[src/include/rv_fetch_cfg.svh]
`ifndef RV_FETCH_CFG_SVH
`define RV_FETCH_CFG_SVH

// Instruction address width
`define RV_IADDR_BITS       32

// BTB index width for 2**N entries
`define RV_BTB_SIZE_BITS    4

`define RV_RESET_PC         32'h0000_0000

`endif
[src/logic/rv_fetch_pkg.sv]
`include "rv_fetch_cfg.svh"

package rv_fetch_pkg;

    // Resolved taken branch from execute
    typedef struct packed
    {
        logic                           valid;
        logic [`RV_IADDR_BITS-1:0]      branch_pc;
        logic [`RV_IADDR_BITS-1:0]      target;
    } redirect_t;

    typedef struct packed
    {
        logic [`RV_IADDR_BITS-1:0]      pc;
        logic                           predicted;     // Reached through a BTB hit
    } fetch_t;

endpackage

[src/logic/rv_fetch.sv]
`timescale 1ns/1ps

`include "rv_fetch_cfg.svh"

module rv_fetch
(
    input   logic                       i_clk,
    input   logic                       i_reset_n,
    input   rv_fetch_pkg::redirect_t    i_redirect,
    input   logic                       i_stall,
    output  rv_fetch_pkg::fetch_t       o_fetch
);

    logic [`RV_IADDR_BITS-1:0]  pc_current;
    logic [`RV_IADDR_BITS-1:0]  pc_new;
    logic                       pc_predicted;

    rv_fetch_pc u_pc
    (
        .i_clk              (i_clk),
        .i_reset_n          (i_reset_n),
        .i_redirect         (i_redirect),
        .i_stall            (i_stall),
        .i_pc_new           (pc_new),
        .i_pc_predicted     (pc_predicted),
        .o_pc_current       (pc_current),
        .o_fetch            (o_fetch)
    );

    // Redirect also trains the BTB
    rv_fetch_branch_pred
    #(
        .IADDR_SPACE_BITS   (`RV_IADDR_BITS),
        .TABLE_SIZE_BITS    (`RV_BTB_SIZE_BITS)
    )
    u_bp
    (
        .i_clk              (i_clk),
        .i_reset_n          (i_reset_n),
        .i_pc_current       (pc_current),
        .i_redirect         (i_redirect),
        .o_pc_new           (pc_new),
        .o_pc_predicted     (pc_predicted)
    );

endmodule

[src/logic/rv_fetch_pc.sv]
`timescale 1ns/1ps

`include "rv_fetch_cfg.svh"

module rv_fetch_pc
(
    input   logic                           i_clk,
    input   logic                           i_reset_n,
    input   rv_fetch_pkg::redirect_t        i_redirect,
    input   logic                           i_stall,
    input   logic [`RV_IADDR_BITS-1:0]      i_pc_new,
    input   logic                           i_pc_predicted,
    output  logic [`RV_IADDR_BITS-1:0]      o_pc_current,
    output  rv_fetch_pkg::fetch_t           o_fetch
);

    logic [`RV_IADDR_BITS-1:0]  pc;
    logic [`RV_IADDR_BITS-1:0]  pc_next;
    logic [`RV_IADDR_BITS-1:0]  pc_seq;
    logic                       predicted;
    logic                       predicted_next;

    assign pc_seq = pc + `RV_IADDR_BITS'(4);

    always_comb
    begin
        if (i_redirect.valid)
        begin
            // Execute wins, even under stall
            pc_next        = i_redirect.target;
            predicted_next = 1'b0;
        end
        else if (i_stall)
        begin
            pc_next        = pc;
            predicted_next = predicted;
        end
        else if (i_pc_predicted)
        begin
            pc_next        = i_pc_new;
            predicted_next = 1'b1;
        end
        else
        begin
            pc_next        = pc_seq;
            predicted_next = 1'b0;
        end
    end

    always_ff @(posedge i_clk)
    begin
        if (!i_reset_n)
        begin
            pc        <= `RV_RESET_PC;
            predicted <= 1'b0;
        end
        else
        begin
            pc        <= pc_next;
            predicted <= predicted_next;
        end
    end

    assign o_pc_current      = pc;     // BTB lookup address
    assign o_fetch.pc        = pc;
    assign o_fetch.predicted = predicted;

endmodule

[src/logic/rv_fetch_branch_pred.sv]
`timescale 1ns/1ps

module rv_fetch_branch_pred
#(
    parameter int IADDR_SPACE_BITS  = 32,
    parameter int TABLE_SIZE_BITS   = 4
)
(
    input   logic                           i_clk,
    input   logic                           i_reset_n,
    input   logic [IADDR_SPACE_BITS-1:0]    i_pc_current,
    input   rv_fetch_pkg::redirect_t        i_redirect,
    output  logic [IADDR_SPACE_BITS-1:0]    o_pc_new,
    output  logic                           o_pc_predicted
);

    localparam int TABLE_SIZE = 2 ** TABLE_SIZE_BITS;

    logic [IADDR_SPACE_BITS-1:0]    btb_pc     [TABLE_SIZE];
    logic [IADDR_SPACE_BITS-1:0]    btb_target [TABLE_SIZE];
    logic [TABLE_SIZE-1:0]          btb_hist   [TABLE_SIZE];     // Recency with MSB newest

    logic [TABLE_SIZE*TABLE_SIZE-1:0]   hist_flat;
    logic [TABLE_SIZE-1:0]              entry_valid;
    logic [TABLE_SIZE-1:0]              lookup_hit;
    logic [TABLE_SIZE-1:0]              same_hit;

    logic [TABLE_SIZE_BITS-1:0]     hit_idx;
    logic [TABLE_SIZE_BITS-1:0]     same_idx;
    logic [TABLE_SIZE_BITS-1:0]     free_idx;
    logic [TABLE_SIZE_BITS-1:0]     upd_idx;
    logic                           have_same;
    logic                           age_others;

    genvar g;
    generate
        for (g = 0; g < TABLE_SIZE; g++)
        begin : g_entry
            assign hist_flat[g*TABLE_SIZE +: TABLE_SIZE] = btb_hist[g];
            assign entry_valid[g] = |btb_hist[g];
            assign lookup_hit[g]  = entry_valid[g] && (btb_pc[g] == i_pc_current);
            assign same_hit[g]    = entry_valid[g] && (btb_pc[g] == i_redirect.branch_pc);
        end
    endgenerate

    // Victim is the entry with the oldest history
    min_idx
    #(
        .ELEMENT_WIDTH  (TABLE_SIZE),
        .INDEX_WIDTH    (TABLE_SIZE_BITS),
        .ELEMENT_COUNT  (TABLE_SIZE)
    )
    u_min
    (
        .i_elements     (hist_flat),
        .o_min_idx      (free_idx)
    );

    // At most one entry holds a given PC, so a plain OR decodes the index
    always_comb
    begin
        hit_idx  = '0;
        same_idx = '0;
        for (int i = 0; i < TABLE_SIZE; i++)
        begin
            if (lookup_hit[i])
                hit_idx = hit_idx | TABLE_SIZE_BITS'(i);
            if (same_hit[i])
                same_idx = same_idx | TABLE_SIZE_BITS'(i);
        end
    end

    assign o_pc_new       = btb_target[hit_idx];
    assign o_pc_predicted = |lookup_hit;

    assign have_same  = |same_hit;
    assign upd_idx    = have_same ? same_idx : free_idx;
    assign age_others = i_redirect.valid && (btb_target[upd_idx] != i_redirect.target);

    always_ff @(posedge i_clk)
    begin
        if (!i_reset_n)
        begin
            for (int i = 0; i < TABLE_SIZE; i++)
            begin
                btb_pc[i]     <= '0;
                btb_target[i] <= '0;
                btb_hist[i]   <= '0;     // All entries invalid
            end
        end
        else if (i_redirect.valid)
        begin
            for (int i = 0; i < TABLE_SIZE; i++)
            begin
                if (TABLE_SIZE_BITS'(i) == upd_idx)
                begin
                    btb_pc[i]     <= i_redirect.branch_pc;
                    btb_target[i] <= i_redirect.target;
                    if (have_same)
                        btb_hist[i] <= {1'b1, btb_hist[i][TABLE_SIZE-1:1]};
                    else
                        btb_hist[i] <= {1'b1, {(TABLE_SIZE-1){1'b0}}};
                end
                else if (age_others)
                begin
                    btb_hist[i] <= btb_hist[i] >> 1;
                end
            end
        end
    end

endmodule

[src/logic/min_idx.sv]
`timescale 1ns/1ps

module min_idx
#(
    parameter int ELEMENT_WIDTH     = 16,
    parameter int INDEX_WIDTH       = 4,
    parameter int ELEMENT_COUNT     = 16
)
(
    input   logic [ELEMENT_WIDTH*ELEMENT_COUNT-1:0]  i_elements,
    output  logic [INDEX_WIDTH-1:0]                 o_min_idx
);

    // Leaves rounded up to a power of two
    localparam int LEVELS = (ELEMENT_COUNT > 1) ? $clog2(ELEMENT_COUNT) : 0;
    localparam int LEAVES = 2 ** LEVELS;
    localparam int NODES  = 2 * LEAVES - 1;

    // Node n has children 2n+1 and 2n+2
    logic [ELEMENT_WIDTH-1:0]   node_val [NODES];
    logic [INDEX_WIDTH-1:0]     node_idx [NODES];

    genvar i;
    generate
        for (i = 0; i < LEAVES; i++)
        begin : g_leaf
            if (i < ELEMENT_COUNT)
            begin : g_real
                assign node_val[LEAVES-1+i] = i_elements[i*ELEMENT_WIDTH +: ELEMENT_WIDTH];
            end
            else
            begin : g_pad
                // Padding sits to the right and never beats a real element
                assign node_val[LEAVES-1+i] = '1;
            end
            assign node_idx[LEAVES-1+i] = INDEX_WIDTH'(i);
        end

        for (i = 0; i < LEAVES - 1; i++)
        begin : g_node
            logic take_right;

            // Equal values keep the lower index
            assign take_right  = node_val[2*i+2] < node_val[2*i+1];
            assign node_val[i] = take_right ? node_val[2*i+2] : node_val[2*i+1];
            assign node_idx[i] = take_right ? node_idx[2*i+2] : node_idx[2*i+1];
        end
    endgenerate

    assign o_min_idx = node_idx[0];

endmodule

[config.mk]
export PLATFORM = sky130hd
export DESIGN_NAME = rv_fetch
export DESIGN_NICKNAME = d
export VERILOG_FILES = /design/src/logic/rv_fetch_pkg.sv /design/src/logic/rv_fetch.sv /design/src/logic/rv_fetch_pc.sv /design/src/logic/rv_fetch_branch_pred.sv /design/src/logic/min_idx.sv
export VERILOG_INCLUDE_DIRS = /design/src /design/src/include
export SDC_FILE = /design/constraint.sdc
export NUM_CORES = 2
export LEC_CHECK = 0
export ABC_CLOCK_PERIOD_IN_PS = 21100
export BUFFER_PORTS_ARGS = -buffer_cell sky130_fd_sc_hd__buf_2
export CORE_MARGIN = 8
export CORE_UTILIZATION = 60
export DETAILED_ROUTE_END_ITERATION = 6
export MAX_ROUTING_LAYER = met4
export PLACE_DENSITY = 0.74
export SLEW_MARGIN = 20
export SYNTH_ARGS = -nofsm -noshare
export SYNTH_HDL_FRONTEND = slang
export SYNTH_HIERARCHICAL = 1
export SYNTH_SLANG_ARGS = --single-unit
[constraint.sdc]
create_clock -name i_clk -period 21.1 [get_ports i_clk]
set_clock_uncertainty 0.15 [all_clocks]
set_input_delay 4.22 -clock i_clk [delete_from_list [all_inputs] [get_ports i_clk]]
set_output_delay 4.22 -clock i_clk [all_outputs]
set_load 0.01 [all_outputs]
; ---- Word-level counts from Yosys, hierarchy flattened
; Memories as Yosys holds them, arrays and structs flattened.
; Index checks and enable logic that the tools add are counted.
[totals]
register_bits = 33
latchBits = 0
mem_bits_rw = 1280
rom_bits = 0
input_bits = 68
out_inout_bits = 33
elab_cells = 608
mem_count = 3
[classes]
addsub = 1
mul = 0
n_div = 0
order_cmp = 15
n_eq_ne = 49
shift = 0
mux = 404
bitwise = 81
reduce_logical = 53
[mem_list]
columns = memory, words, word_bits, read_ports, rd_clocked_by_memory_dff, write_ports, line
row1 = u_bp.btb_pc, 16, 32, 16, 0, 16, rv_fetch_branch_pred.sv:19  ; logic [IADDR_SPACE_BITS-1:0] btb_pc [TABLE_SIZE];
row2 = u_bp.btb_target, 16, 32, 2, 0, 16, rv_fetch_branch_pred.sv:20  ; logic [IADDR_SPACE_BITS-1:0] btb_target [TABLE_SIZE];
row3 = u_bp.btb_hist, 16, 16, 16, 0, 16, rv_fetch_branch_pred.sv:21  ; logic [TABLE_SIZE-1:0] btb_hist [TABLE_SIZE];
[op_table]
columns = op, n
row1 = 2-to-1 mux 32 bit, 35
row2 = equality test 32 bit, 32
row3 = 2-to-1 mux 16 bit, 62
row4 = OR reduction 16 bit, 18
row5 = 2-to-1 mux 1 bit, 271
row6 = < comparator 16 bit, 15
row7 = 2-to-1 mux 4 bit, 24
row8 = OR 1 bit, 80
row9 = logical AND 1 bit, 33
row10 = adder 32 x 3 -> 32 bit (second input constant), 1
row11 = equality test 4 bit (first input constant), 8
row12 = inequality test 32 bit, 1
row13 = 2-to-1 mux 3 bit, 8
row14 = equality test 3 x 4 -> 1 bit (first input constant), 4
row15 = equality test 2 x 4 -> 1 bit (first input constant), 2
row16 = 2-to-1 mux 2 bit, 4
row17 = equality test 1 x 4 -> 1 bit (first input constant), 1
row18 = zero test 4 bit, 1
row19 = inequality test 2 bit (second input constant), 1
row20 = OR reduction 2 bit, 1
row21 = inverter 1 bit, 1

; ---- Logic depth before layout (Yosys ltp)
; An unclocked memory read counts as a cell.
[logic_depth]
depth_word = 28
depth_mapped = 59
mapped_depth_nobuf = 50

; ---- Hierarchy
; The synthesis kept the hierarchy.
[modules_own_cells]
columns = module, n_inst, cells_each, area_each_um2, seq_area_each_um2
row1 = rv_fetch_branch_pred, 1, 5933, 67124.4, 38436.9
row2 = min_idx, 1, 1076, 8355.5, 0.0
row3 = rv_fetch_pc, 1, 315, 2484.9, 660.6

; ---- Least setup slack after synthesis
; Ideal clock, no wire load.
[synth_path]
path_type = reg-to-reg
start = memory u_bp/btb_hist[0][126] (netlist bit)
end = memory u_bp.btb_pc[13][0] (netlist: u_bp/btb_pc[1][160]) (enable)
setup_time_ns = 0.574
t_arrival_ns = 14.348
required_time_ns = 20.376
path_slack_ns = 6.027
path_stages_with_launch = 51
path_buffers = 8
period_less_slack_ns = 15.073
path_cell_list = edfxtp_1 > ha_1 > nand4_1 > or4_1 > nor4_1 > or3_1 > buf_2 > buf_1 > mux2i_1 > inv_1 > ha_1 > a21o_1 > a211oi_1 > o21ai_0 > a21oi_1 > o21ai_0 > nor2b_1 > a21boi_1 > [15 not listed] > ha_1 > a21o_1 > a21oi_1 > nor2b_1 > o21ai_0 > nand2b_1 > a21oi_1 > o211ai_1 > a2111oi_0 > nand4bb_1 > o22ai_2 > mux2i_1 > inv_1 > o31a_1 > clkbuf_1 > buf_2 > clkbuf_1 > o21ai_0
[synth_rtl]
columns = item, line
row1 = "start, declared", rv_fetch_branch_pred.sv:21
row2 = "end, declared", rv_fetch_branch_pred.sv:19

==> impl_metrics.yaml <==
cts:
  cts_tree: "built"
  clock-root-buffer: "clkbuf_16"
  cts_max_path_buffers: 3
  h-tree-depth: 4
  cts_hold_buf: 0
  cts.sinks: 1313
  insertion_delay_ns: 0.82
  post_cts_resized: 0
  cts_made_buffers: 146
  cts_setup_buffers: 0
  clk_pin_slew_ns: 0.06
logic_synthesis:
  synth_nets: 7613
  async_flop_share: 0
  synth_top_area_share: 0.493
  synth_edf_count: 1280
  yosysSeqAreaShare: 0.501
  synth.avg_cell_area_um2: 10.6
  synth_area_um2: 78000
  ys_ff_latch: 1313
  netlist_instances: 7324
  synth-main-ff-cell: "edfxtp_1"
  yosys_warnings: 6
  yosysTopAreaCell: "edfxtp_1"
  synth.area.top_cells: "edfxtp_1 (49%), xnor2_1 (6.9%), xor2_1 (5.2%), nor2_1 (4.4%), mux2i_1 (4.0%)"
  synth_cell_types: 94
worst_setup_path:
  crit_type: "reg2reg"
  cp.arrival_ns: 16.83
  crit_required_ns: 21.51
  r2r_slack_ns: 4.68
  r2r-end: "u_bp/btb_hist[1][123]$_SDFFCE_PN0P_"
  max_stage_delay_ns: 0.97
  crit_top_cell: "a21oi_1"
  cp_slowest_cell: "nor4_1"
  crit_start: "u_bp/btb_hist[0][110]$_SDFFCE_PN0P_"
  r2r-start: "u_bp/btb_hist[0][110]$_SDFFCE_PN0P_"
  critPathLaunchType: "flip-flop"
  reg2regPathDepth: 53
  worstSetupEndpointType: "flip-flop"
  worstPathMaxFanout: 172
timing:
  rsz0062_at_grt: "false"
  hold_violations: 0
  relSlewSlack: 0.137
  tightest_slew_ns: 1.29
  post-route-min-period_ns: 16.42
  hold_slack_ns: 0.439
  drv_slew: 0
  finalCritPeriodShare: 0.778
  tns_ns: 0
  fmax_ghz: 0.0609
  finalSetupViolations: 0
layout:
  fillers: 9950
  postLayoutCellArea_um2: 84600
  seq_area_um2: 39100
  most-common-layout-cells: "edfxtp_1 (1280), nor2_1 (909), xnor2_1 (614)"
  fin_nets: 7427
  multi_input_comb_area_um2: 35700
  stdcell_count: 9017
  drive_gt1_frac: 0.105
  final_common_cell: "edfxtp_1"
  area_growth_syn_to_layout_pct: 8.53
global_routing:
  grt_first_pass_wirelength_mm: 412
  grt_max_degree: 187
  antenna_found_initial: 18
  grtUsageTotal: 0.408
  grt_pass1_vias: 59400
  grt_overflow: 0
min_path:
  holdPathEnd: "u_pc/o_pc_current[0]$_SDFFE_PN0P_"
  min_path_type: "reg2reg"
  hp-start: "u_pc/o_pc_current[0]$_SDFFE_PN0P_"
  hold_path_depth: 3
floorplanning:
  fp.dieW_um: 376
  pin_count: 101
  dieArea_um2: 142000
  rows: 132
  core-area_um2: 129000
  dieHeight_um: 376
  start_util: 0.603
run:
  cap_violations: 0
placed_design:
  dp_cells: 8732
  place_area_um2: 79800
  io_buffers: 100
  gp_congestion: 1.08
  dp_hpwl_mm: 183
route:
  route.vias.total: 63600
  wirelength_mm: 293
  drt_iter0_drc: 11600
  wl_per_cell_um: 32.5
  ant_nets: 0
  viasPerCell: 7.06
  detail_route.first_pass.iterations: 7
  drc: 4
run_status:
  violations: "DRC"
  status: "finished, violations left"
## cell usage after synthesis, types with 16 or more instances
library cell / number
nor2b_1: 24
o21ai_1: 30
o22ai_1: 311
nand2_1: 374
and4_1: 49
a31oi_1: 22
a211oi_1: 108
o211ai_1: 19
nor3_1: 24
dfxtp_1: 33
xor2_1: 460
o21ai_0: 174
xnor2_1: 614
a21o_1: 20
nand2b_1: 27
ha_1: 221
buf_2: 89
buf_1: 94
nand4_1: 251
a221o_1: 16
mux2i_1: 311
edfxtp_1: 1280
nor4_1: 219
a21oi_1: 222
clkbuf_1: 344
o31ai_1: 108
nand3_1: 187
inv_1: 283
buf_4: 55
nor2_1: 913
mux2_2: 156
and2_1: 99
## kinds of logic (layout without fill, tap and decap cells)
logic type,Yosys count,in the layout,share of synthesized area
flip-flops,1313,1313,0.501
adder cells (fa/ha/maj),223,223,0.0357
AO/OA/AOI/OAI,1124,1124,0.0922
AND/OR/NAND/NOR,2239,2239,0.139
XOR/XNOR,1074,1074,0.121
buffers and inverters,873,807,0.0467
multiplexers,478,478,0.0646
other,0,17,0
## worst max path at each step
stage,cells after the start,slack [ns],to
2_1_floorplan,50,6.03,u_bp/btb_pc[1][160]$_DFFE_PP_
3_3_place_gp,51,5.84,u_bp/btb_hist[0][1]$_SDFFCE_PN0P_
3_5_place_dp,53,5.49,u_bp/btb_hist[1][123]$_SDFFCE_PN0P_
4_1_cts,52,5.43,u_bp/btb_hist[0][1]$_SDFFCE_PN0P_
5_1_grt,52,4.21,u_bp/btb_hist[0][30]$_SDFFCE_PN0P_
6_report,53,4.68,u_bp/btb_hist[1][123]$_SDFFCE_PN0P_
## routing by layer
metal  GRT usage  vias up  routed length, um
met2       0.572     5459             121000
met1       0.524    30500             103000
li1            -    26300                  -
met3       0.133     1374              47400
met4       0.226        0              21200
met5           -        -                  0
## through the flow
step           setup WS [ns]   util
6_report                4.68  0.654
5_1_grt                 4.21  0.654
4_1_cts                 5.43  0.654
3_3_place_gp            5.84  0.617
2_1_floorplan           6.03      -
3_5_place_dp            5.49  0.617
## sequential cells by signal, summed over array words and instances, names as in the netlist
name and count:
u_pc/o_pc_current 32, u_bp/btb_pc 512, u_pc/predicted 1, u_bp/btb_target 512, u_bp/btb_hist 256
## critical path, delay by kind of cell (launching register included)
kind                       cells  cell delay (ns)
adders and majority gates      4             1.17
AOI/OAI and AO/OA             23             5.89
muxes                          3             0.85
buffers and inverters          8             2.27
and+or+nand+nor               14             4.61
xor gates and xnor gates       1             0.21
DFF                            1             0.44
## cell type report
| type | instances | area share |
|---|---|---|
| Clock inverter | 93 | 0.0106 |
| Tap cell | 1742 | 0.0258 |
| Timing Repair Buffer | 256 | 0.0209 |
| Clock buffer | 175 | 0.0456 |
| Antenna cell | 17 | 0.000503 |
| Inverter | 283 | 0.0126 |
| Multi-Input combinational cell | 5138 | 0.422 |
| Sequential cell | 1313 | 0.462 |
Power is not shown: default switching activity piles up to over one toggle a cycle in this logic, so the estimate is an artifact.
